==> src/verilog/karatsubaPkg.sv <==
package karatsubaPkg;

    // ==================================================
    // Operand and product widths
    // ==================================================
    localparam int OPERAND_WIDTH = 24;
    localparam int HALF_WIDTH = 12;
    // One extra bit so a half sum keeps its carry
    localparam int LEAF_WIDTH = 13;
    localparam int LEAF_PRODUCT_WIDTH = 26;
    localparam int PRODUCT_WIDTH = 48;
    localparam int TAG_WIDTH = 4;

    // Request to response, in clocks
    localparam int PIPE_LATENCY = 4;

    // ==================================================
    // Leaf organization
    // ==================================================
    localparam int NUM_LEAVES = 3;
    localparam int LEAF_HIGH = 0;
    localparam int LEAF_LOW = 1;
    localparam int LEAF_SUM = 2;

    // Chunking inside a leaf, 13 bits as 7 low plus 6 high
    localparam int LEAF_CHUNK_LOW_WIDTH = 7;
    localparam int LEAF_CHUNK_HIGH_WIDTH = LEAF_WIDTH - LEAF_CHUNK_LOW_WIDTH;
    localparam int LEAF_PP_LOW_WIDTH = 2 * LEAF_CHUNK_LOW_WIDTH;
    localparam int LEAF_PP_CROSS_WIDTH = LEAF_CHUNK_LOW_WIDTH + LEAF_CHUNK_HIGH_WIDTH;
    localparam int LEAF_PP_HIGH_WIDTH = 2 * LEAF_CHUNK_HIGH_WIDTH;
    // Two cross products added together need one more bit
    localparam int LEAF_CROSS_SUM_WIDTH = LEAF_PP_CROSS_WIDTH + 1;

    // ==================================================
    // Payload structs
    // ==================================================
    typedef struct packed {
        logic                     valid;
        logic [TAG_WIDTH-1:0]     tag;
        logic [OPERAND_WIDTH-1:0] operandA;
        logic [OPERAND_WIDTH-1:0] operandB;
    } mulRequest_t;

    typedef struct packed {
        logic                  valid;
        logic [TAG_WIDTH-1:0]  tag;
        logic [LEAF_WIDTH-1:0] operandA;
        logic [LEAF_WIDTH-1:0] operandB;
    } leafJob_t;

    typedef struct packed {
        logic                          valid;
        logic [TAG_WIDTH-1:0]          tag;
        logic [LEAF_PRODUCT_WIDTH-1:0] product;
    } leafResult_t;

    typedef struct packed {
        logic                     valid;
        logic [TAG_WIDTH-1:0]     tag;
        logic [PRODUCT_WIDTH-1:0] product;
    } mulResponse_t;

endpackage

==> src/verilog/karatsubaSplitter.sv <==
module karatsubaSplitter (
    input  logic                                                   clk,
    input  logic                                                   rst_i,
    input  karatsubaPkg::mulRequest_t                              req_i,
    output karatsubaPkg::leafJob_t [karatsubaPkg::NUM_LEAVES-1:0] jobs_o
);

    // Operand halves
    logic [karatsubaPkg::HALF_WIDTH-1:0] aHigh;
    logic [karatsubaPkg::HALF_WIDTH-1:0] aLow;
    logic [karatsubaPkg::HALF_WIDTH-1:0] bHigh;
    logic [karatsubaPkg::HALF_WIDTH-1:0] bLow;

    // Halves widened to leaf width
    logic [karatsubaPkg::LEAF_WIDTH-1:0] aHighExt;
    logic [karatsubaPkg::LEAF_WIDTH-1:0] aLowExt;
    logic [karatsubaPkg::LEAF_WIDTH-1:0] bHighExt;
    logic [karatsubaPkg::LEAF_WIDTH-1:0] bLowExt;

    // Karatsuba half sums, carry kept in the top bit
    logic [karatsubaPkg::LEAF_WIDTH-1:0] aSum;
    logic [karatsubaPkg::LEAF_WIDTH-1:0] bSum;

    karatsubaPkg::leafJob_t [karatsubaPkg::NUM_LEAVES-1:0] nextJobs;

    // ==================================================
    // Operand split
    // ==================================================
    assign aHigh = req_i.operandA[karatsubaPkg::OPERAND_WIDTH-1 -: karatsubaPkg::HALF_WIDTH];
    assign aLow  = req_i.operandA[karatsubaPkg::HALF_WIDTH-1:0];
    assign bHigh = req_i.operandB[karatsubaPkg::OPERAND_WIDTH-1 -: karatsubaPkg::HALF_WIDTH];
    assign bLow  = req_i.operandB[karatsubaPkg::HALF_WIDTH-1:0];

    assign aHighExt = {{(karatsubaPkg::LEAF_WIDTH - karatsubaPkg::HALF_WIDTH){1'b0}}, aHigh};
    assign aLowExt  = {{(karatsubaPkg::LEAF_WIDTH - karatsubaPkg::HALF_WIDTH){1'b0}}, aLow};
    assign bHighExt = {{(karatsubaPkg::LEAF_WIDTH - karatsubaPkg::HALF_WIDTH){1'b0}}, bHigh};
    assign bLowExt  = {{(karatsubaPkg::LEAF_WIDTH - karatsubaPkg::HALF_WIDTH){1'b0}}, bLow};

    assign aSum = aHighExt + aLowExt;
    assign bSum = bHighExt + bLowExt;

    // ==================================================
    // Job building
    // ==================================================
    always_comb begin
        // Same strobe and tag into every leaf
        for (int leafIdx = 0; leafIdx < karatsubaPkg::NUM_LEAVES; leafIdx++) begin
            nextJobs[leafIdx].valid = req_i.valid;
            nextJobs[leafIdx].tag   = req_i.tag;
        end
        nextJobs[karatsubaPkg::LEAF_HIGH].operandA = aHighExt;
        nextJobs[karatsubaPkg::LEAF_HIGH].operandB = bHighExt;
        nextJobs[karatsubaPkg::LEAF_LOW].operandA  = aLowExt;
        nextJobs[karatsubaPkg::LEAF_LOW].operandB  = bLowExt;
        nextJobs[karatsubaPkg::LEAF_SUM].operandA  = aSum;
        nextJobs[karatsubaPkg::LEAF_SUM].operandB  = bSum;
    end

    // Payload loads every cycle, valid bits cleared on reset
    always_ff @(posedge clk) begin
        jobs_o <= nextJobs;
        if (rst_i) begin
            for (int leafIdx = 0; leafIdx < karatsubaPkg::NUM_LEAVES; leafIdx++) begin
                jobs_o[leafIdx].valid <= 1'b0;
            end
        end
    end

endmodule

==> src/verilog/karatsubaLeaf.sv <==
module karatsubaLeaf (
    input  logic                      clk,
    input  logic                      rst_i,
    input  karatsubaPkg::leafJob_t    job_i,
    output karatsubaPkg::leafResult_t result_o
);

    // Stage one contents, four chunk products plus control
    typedef struct packed {
        logic                                        valid;
        logic [karatsubaPkg::TAG_WIDTH-1:0]          tag;
        logic [karatsubaPkg::LEAF_PP_LOW_WIDTH-1:0]  lowLow;
        logic [karatsubaPkg::LEAF_PP_CROSS_WIDTH-1:0] lowHigh;
        logic [karatsubaPkg::LEAF_PP_CROSS_WIDTH-1:0] highLow;
        logic [karatsubaPkg::LEAF_PP_HIGH_WIDTH-1:0] highHigh;
    } partialStage_t;

    // Operand chunks
    logic [karatsubaPkg::LEAF_CHUNK_LOW_WIDTH-1:0]  aLowChunk;
    logic [karatsubaPkg::LEAF_CHUNK_HIGH_WIDTH-1:0] aHighChunk;
    logic [karatsubaPkg::LEAF_CHUNK_LOW_WIDTH-1:0]  bLowChunk;
    logic [karatsubaPkg::LEAF_CHUNK_HIGH_WIDTH-1:0] bHighChunk;

    partialStage_t stageOneNext;
    partialStage_t stageOneQ;

    // Stage two terms, all at product width
    logic [karatsubaPkg::LEAF_CROSS_SUM_WIDTH-1:0] crossSum;
    logic [karatsubaPkg::LEAF_PRODUCT_WIDTH-1:0]   highTerm;
    logic [karatsubaPkg::LEAF_PRODUCT_WIDTH-1:0]   crossTerm;
    logic [karatsubaPkg::LEAF_PRODUCT_WIDTH-1:0]   lowTerm;
    karatsubaPkg::leafResult_t                     resultNext;

    // ==================================================
    // Stage one, chunk products
    // ==================================================
    assign aLowChunk  = job_i.operandA[karatsubaPkg::LEAF_CHUNK_LOW_WIDTH-1:0];
    assign aHighChunk = job_i.operandA[karatsubaPkg::LEAF_WIDTH-1 -:
                                       karatsubaPkg::LEAF_CHUNK_HIGH_WIDTH];
    assign bLowChunk  = job_i.operandB[karatsubaPkg::LEAF_CHUNK_LOW_WIDTH-1:0];
    assign bHighChunk = job_i.operandB[karatsubaPkg::LEAF_WIDTH-1 -:
                                       karatsubaPkg::LEAF_CHUNK_HIGH_WIDTH];

    always_comb begin
        stageOneNext.valid    = job_i.valid;
        stageOneNext.tag      = job_i.tag;
        // Each product sized to exactly fit its chunks
        stageOneNext.lowLow   = aLowChunk * bLowChunk;
        stageOneNext.lowHigh  = aLowChunk * bHighChunk;
        stageOneNext.highLow  = aHighChunk * bLowChunk;
        stageOneNext.highHigh = aHighChunk * bHighChunk;
    end

    always_ff @(posedge clk) begin
        stageOneQ <= stageOneNext;
        if (rst_i) begin
            stageOneQ.valid <= 1'b0;
        end
    end

    // ==================================================
    // Stage two, shift and sum
    // ==================================================
    assign crossSum = {1'b0, stageOneQ.lowHigh} + {1'b0, stageOneQ.highLow};

    // High chunk pair sits two chunk widths up
    assign highTerm = {stageOneQ.highHigh, {(2 * karatsubaPkg::LEAF_CHUNK_LOW_WIDTH){1'b0}}};
    // Cross sum sits one chunk width up
    assign crossTerm = {{(karatsubaPkg::LEAF_PRODUCT_WIDTH - karatsubaPkg::LEAF_CROSS_SUM_WIDTH
                         - karatsubaPkg::LEAF_CHUNK_LOW_WIDTH){1'b0}},
                        crossSum,
                        {karatsubaPkg::LEAF_CHUNK_LOW_WIDTH{1'b0}}};
    assign lowTerm = {{(karatsubaPkg::LEAF_PRODUCT_WIDTH - karatsubaPkg::LEAF_PP_LOW_WIDTH){1'b0}},
                      stageOneQ.lowLow};

    always_comb begin
        resultNext.valid   = stageOneQ.valid;
        resultNext.tag     = stageOneQ.tag;
        resultNext.product = highTerm + crossTerm + lowTerm;
    end

    always_ff @(posedge clk) begin
        result_o <= resultNext;
        if (rst_i) begin
            result_o.valid <= 1'b0;
        end
    end

endmodule

==> src/verilog/karatsubaRecombine.sv <==
module karatsubaRecombine (
    input  logic                                                      clk,
    input  logic                                                      rst_i,
    input  karatsubaPkg::leafResult_t [karatsubaPkg::NUM_LEAVES-1:0] results_i,
    output karatsubaPkg::mulResponse_t                                resp_o
);

    // Leaf products by role
    logic [karatsubaPkg::LEAF_PRODUCT_WIDTH-1:0] highProduct;
    logic [karatsubaPkg::LEAF_PRODUCT_WIDTH-1:0] lowProduct;
    logic [karatsubaPkg::LEAF_PRODUCT_WIDTH-1:0] sumProduct;

    // Middle term aH*bL + aL*bH, never negative
    logic [karatsubaPkg::LEAF_PRODUCT_WIDTH-1:0] middleTerm;

    // Terms placed at final width
    logic [karatsubaPkg::PRODUCT_WIDTH-1:0] highPlaced;
    logic [karatsubaPkg::PRODUCT_WIDTH-1:0] middlePlaced;
    logic [karatsubaPkg::PRODUCT_WIDTH-1:0] lowPlaced;

    karatsubaPkg::mulResponse_t respNext;

    assign highProduct = results_i[karatsubaPkg::LEAF_HIGH].product;
    assign lowProduct  = results_i[karatsubaPkg::LEAF_LOW].product;
    assign sumProduct  = results_i[karatsubaPkg::LEAF_SUM].product;

    // ==================================================
    // Middle term
    // ==================================================
    // Wraps in the intermediate, exact in the end
    assign middleTerm = sumProduct - highProduct - lowProduct;

    // ==================================================
    // Shift and add
    // ==================================================
    // High product holds at most 24 significant bits
    assign highPlaced = {highProduct[karatsubaPkg::PRODUCT_WIDTH - karatsubaPkg::OPERAND_WIDTH - 1:0],
                         {karatsubaPkg::OPERAND_WIDTH{1'b0}}};

    // Middle term one half width up
    assign middlePlaced = {{(karatsubaPkg::PRODUCT_WIDTH - karatsubaPkg::LEAF_PRODUCT_WIDTH
                            - karatsubaPkg::HALF_WIDTH){1'b0}},
                           middleTerm,
                           {karatsubaPkg::HALF_WIDTH{1'b0}}};

    assign lowPlaced = {{(karatsubaPkg::PRODUCT_WIDTH - karatsubaPkg::LEAF_PRODUCT_WIDTH){1'b0}},
                        lowProduct};

    always_comb begin
        // Control follows the high leaf, all three are in step
        respNext.valid   = results_i[karatsubaPkg::LEAF_HIGH].valid;
        respNext.tag     = results_i[karatsubaPkg::LEAF_HIGH].tag;
        respNext.product = highPlaced + middlePlaced + lowPlaced;
    end

    // Response register
    always_ff @(posedge clk) begin
        resp_o <= respNext;
        if (rst_i) begin
            resp_o.valid <= 1'b0;
        end
    end

endmodule

==> src/verilog/karatsubaMulTop.sv <==
module karatsubaMulTop (
    input  logic                       clk,
    input  logic                       rst_i,
    input  karatsubaPkg::mulRequest_t  req_i,
    output karatsubaPkg::mulResponse_t resp_o
);

    // Splitter to leaves
    karatsubaPkg::leafJob_t [karatsubaPkg::NUM_LEAVES-1:0] leafJobs;

    // Leaves to recombiner
    karatsubaPkg::leafResult_t [karatsubaPkg::NUM_LEAVES-1:0] leafResults;

    // ==================================================
    // Split stage, one cycle
    // ==================================================
    karatsubaSplitter i_splitter (
        .clk    (clk),
        .rst_i  (rst_i),
        .req_i  (req_i),
        .jobs_o (leafJobs)
    );

    // ==================================================
    // Leaf multipliers, two cycles
    // ==================================================
    // High halves, low halves, half sums
    for (genvar leafIdx = 0; leafIdx < karatsubaPkg::NUM_LEAVES; leafIdx++) begin : gLeaf
        karatsubaLeaf i_leaf (
            .clk      (clk),
            .rst_i    (rst_i),
            .job_i    (leafJobs[leafIdx]),
            .result_o (leafResults[leafIdx])
        );
    end

    // ==================================================
    // Recombine stage, one cycle
    // ==================================================
    karatsubaRecombine i_recombine (
        .clk       (clk),
        .rst_i     (rst_i),
        .results_i (leafResults),
        .resp_o    (resp_o)
    );

endmodule

==> config.mk <==
export PLATFORM = sky130hd
export DESIGN_NAME = karatsubaMulTop
export DESIGN_NICKNAME = d
export VERILOG_FILES = /design/src/verilog/karatsubaPkg.sv /design/src/verilog/karatsubaSplitter.sv /design/src/verilog/karatsubaLeaf.sv /design/src/verilog/karatsubaRecombine.sv /design/src/verilog/karatsubaMulTop.sv
export SDC_FILE = /design/constraint.sdc
export NUM_CORES = 2
export LEC_CHECK = 0
export BUFFER_PORTS_ARGS = -buffer_cell sky130_fd_sc_hd__buf_2
export CAP_MARGIN = 20
export CORE_MARGIN = 5
export CORE_UTILIZATION = 65
export DETAILED_ROUTE_END_ITERATION = 8
export PLACE_DENSITY = 0.83
export SLEW_MARGIN = 20
export SYNTH_ARGS = -nofsm -noshare
export SYNTH_HDL_FRONTEND = slang
export SYNTH_HIERARCHICAL = 1
export SYNTH_SLANG_ARGS = --single-unit
==> constraint.sdc <==
create_clock -name clk -period 5.8 [get_ports clk]
set_input_delay 0.58 -clock clk [delete_from_list [all_inputs] [get_ports clk]]
set_output_delay 0.58 -clock clk [all_outputs]
set_load 0.005 [all_outputs]
Word-level counts from Yosys, hierarchy flattened. Index checks and enable logic that the tools add are counted.

Register bits: 376. Input port bits: 55.

Add/subtract/negate cells: 15. Multipliers: 12.

Operators by type and width (count): 26-bit by 14-bit adder with 26-bit output (3); 26-bit by 21-bit adder with 26-bit output (3); 26-bit subtractor (2); 48-bit by 26-bit adder with 48-bit output (1); 48-bit by 38-bit adder with 48-bit output (1); 13-bit by 13-bit adder with 14-bit output (3); 7-bit by 7-bit multiplier with 14-bit output (3); 12-bit by 12-bit adder with 13-bit output (2); 5-bit by 7-bit multiplier with 12-bit output (2); 7-bit by 5-bit multiplier with 12-bit output (2); 5-bit by 5-bit multiplier with 10-bit output (2); 6-bit by 7-bit multiplier with 13-bit output (1); 7-bit by 6-bit multiplier with 13-bit output (1); 6-bit by 6-bit multiplier with 12-bit output (1).

Depth between registers and ports, before layout.
Word-level depth: 4. Gate-level depth with buffers: 23. Mapped depth without buffers: 22.

By module. The synthesis kept the hierarchy.

Modules (own cells, without submodules): karatsubaLeaf at gLeaf[0].i_leaf (instances 1, cells an instance 929, area an instance 8533.2 µm², seq. area each 1761.7 µm²); karatsubaLeaf at gLeaf[2].i_leaf (instances 1, cells an instance 907, area an instance 8399.3 µm², seq. area each 1761.7 µm²); karatsubaLeaf at gLeaf[1].i_leaf (instances 1, cells an instance 878, area an instance 8240.4 µm², seq. area each 1761.7 µm²); karatsubaRecombine (instances 1, cells an instance 533, area an instance 4961.0 µm², seq. area each 1061.0 µm²); karatsubaSplitter (instances 1, cells an instance 250, area an instance 2819.0 µm², seq. area each 1581.5 µm²).

Worst setup path after synthesis. No wires, ideal clock.

Path type: register to register. From: reg gLeaf[0].i_leaf/result_o[2] (netlist bit). To: reg i_recombine/resp_o[43] (netlist name). Setup time: 124 ps. Buffers on the path: 1. Required time: 5676 ps. Arrival time: 4292 ps. Slack: 1384 ps. Stages on the path, launching flop included: 23. Cells stage by stage: dfxtp_1 -> inv_1 -> fa_1 -> ha_1 -> nor2b_4 -> o21bai_4 -> a311oi_2 -> or3_4 -> a21oi_2 -> o21ai_2 -> a221oi_2 -> xnor2_1 -> ha_1 -> ha_1 -> clkbuf_1 -> a21oi_1 -> o21a_1 -> nor2_1 -> a21oi_1 -> o211ai_2 -> a21oi_4 -> nor2_1 -> xnor2_1.

RTL lines: start, declared (line karatsubaLeaf.sv:5) `output karatsubaPkg::leafResult_t result_o`; start signal, assigned (line karatsubaLeaf.sv:83) `result_o <= resultNext;`.

==> run metrics <==
Min Clock Period, post-route 4950 ps; Ports 108; vias after detailed routing 24053; Initial Utilization 0.6602; largest net degree at the start of global routing 15; Peak Freq 202.0 MHz; post-DP HPWL 59.92 mm; post-cts resize count 0; vias in the first global route 24373; Chip Height 233.4 um; Tightest Hold Check Type input pin to register; Worst slew margin 0.4704; chip width 233.4 um; highest-count cells in the layout ignoring fill and taps ha_1, inv_1, dfxtp_1, and2_1, fa_1; Max Root-Sink Buffers 3; outcome completed; GRT Overall Usage 0.2828; clk_lat worst skew 590 ps; clock sinks 376; final WL 75.37 mm; FILL cells 3671; wire length of the first global-routing pass 125.1 mm; Worst Path Max Fanout 6; CORE AREA 0.04915 sq mm; area grow syn2layout 7.796%; Worst setup SP type register; crit end category register; drt drc 0; Final ANT Viol Nets 0; TritonCTS Buffers 43; Final Slew Violations 0; PortBufs 107; Row Count 81; postcts setup bufs 0; slew of the pin with the lowest slew margin 786.1 ps; routability cong. 0.9575; commonest non-fill, non-tap cell in the layout ha_1; first drt pass iteration count 6; Starting DRT DRC Count 1659; RSZ-0062 raised after global routing no; Total Neg Setup Slack 0 ps; Wirelength per Cell 17.86 um; Fin Clk Skew 15.92 ps; Total Die Area 0.05449 sq mm; initial antenna violation count 2; Congestion Overflow GR 0; Final Hold Violating Endpoints 0; post-synthesis cell count 3463; worst reg-to-reg setup slack 850 ps; CP required 6310 ps; Crit Path Class register to register; MaxCap Viol Count 0; Post-Syn Area per Cell 9.371 sq um; layout cells sized above 1 0.07199; via-per-instance ratio 5.700; Hold Buf Count CTS 0; ANT cells 0; clk slew on worst S/H paths 60 ps; Root Driver clkbuf_16; CTS tree built; Post-Syn Area 0.03245 sq mm; Critical Path AT 5460 ps; yosys warns 6; Total Nets Final 4326; setup violators final 0; fin crit share 0.8534; Max H-tree Level 2
## layout make-up
type | count | area (sq um) | share of cell area
Clock buffer | 54 | 1177 | 0.03366
Clock inverter | 25 | 341.6 | 0.009764
Multi-Input combinational cell | 2563 | 22930 | 0.6556
Sequential cell | 376 | 7527 | 0.2152
Tap cell | 664 | 830.8 | 0.02375
Inverter | 426 | 1599 | 0.04571
Timing Repair Buffer | 112 | 573.1 | 0.01638
## path summary, 6_finish.rpt
kind	startpoint	cells past startpoint	endpoint
setup reg to reg	gLeaf[0].i_leaf/result_o[2]	20	i_recombine/resp_o[42]
hold / removal	req_i[51]	1	i_splitter/jobs_o[91]
setup / recovery	gLeaf[0].i_leaf/result_o[2]	20	i_recombine/resp_o[42]
hold reg to reg	gLeaf[0].i_leaf/resultNext[27]	0	gLeaf[0].i_leaf/result_o[27]
## state kept, by name (all words and copies together) (netlist names)
name / count
gLeaf.i_leaf/resultNext: 5
gLeaf.i_leaf/stageOneQ: 78
i_recombine/resp_o: 53
gLeaf.i_leaf/lowTerm: 42
gLeaf.i_leaf/highTerm: 36
i_splitter/jobs_o: 79
gLeaf.i_leaf/result_o: 83
## metrics by stage
step / instance area [sq um] / std cells / hold slack, ps / util / worst slack [ps]
final: 34980 / 4220 / 97.99 / 0.7117 / 850.3
after global placement: 33460 / 4141 / 309.6 / 0.6808 / 1094
after global routing: 34980 / 4220 / 75.71 / 0.7117 / 553.2
after floorplan: 32460 / 3466 / 309.6 / - / 1384
after detailed placement: 33460 / 4141 / 312.1 / 0.6808 / 951.5
after CTS: 34980 / 4220 / 64.84 / 0.7117 / 922.3
## metal layers
metal / track usage / routed length [um] / vias up
met1: 0.4044 / 34140 / 11526
met4: 0.09103 / 2656 / 0
met3: 0.04437 / 5255 / 147
met2: 0.4433 / 33320 / 768
li1: - / - / 11612
met5: 0 / 0 / -
## critical path, cell delays in order, from the launching register on
cell and delay [ps]:
dfxtp_1 360, inv_1 70, fa_1 480, ha_1 350, a21oi_1 220, nand2_1 110, nand3_1 130, a32oi_1 140
a211oi_1 360, o21ai_1 170, o41ai_2 280, xnor2_1 180, ha_1 260, ha_1 370, a21oi_1 150, o21ai_0 120
a221o_1 360, a21oi_1 350, o221ai_2 190, nand2_1 120, xnor2_1 120
Power is not shown: default switching activity piles up to over one toggle a cycle in this logic, so the estimate is an artifact.
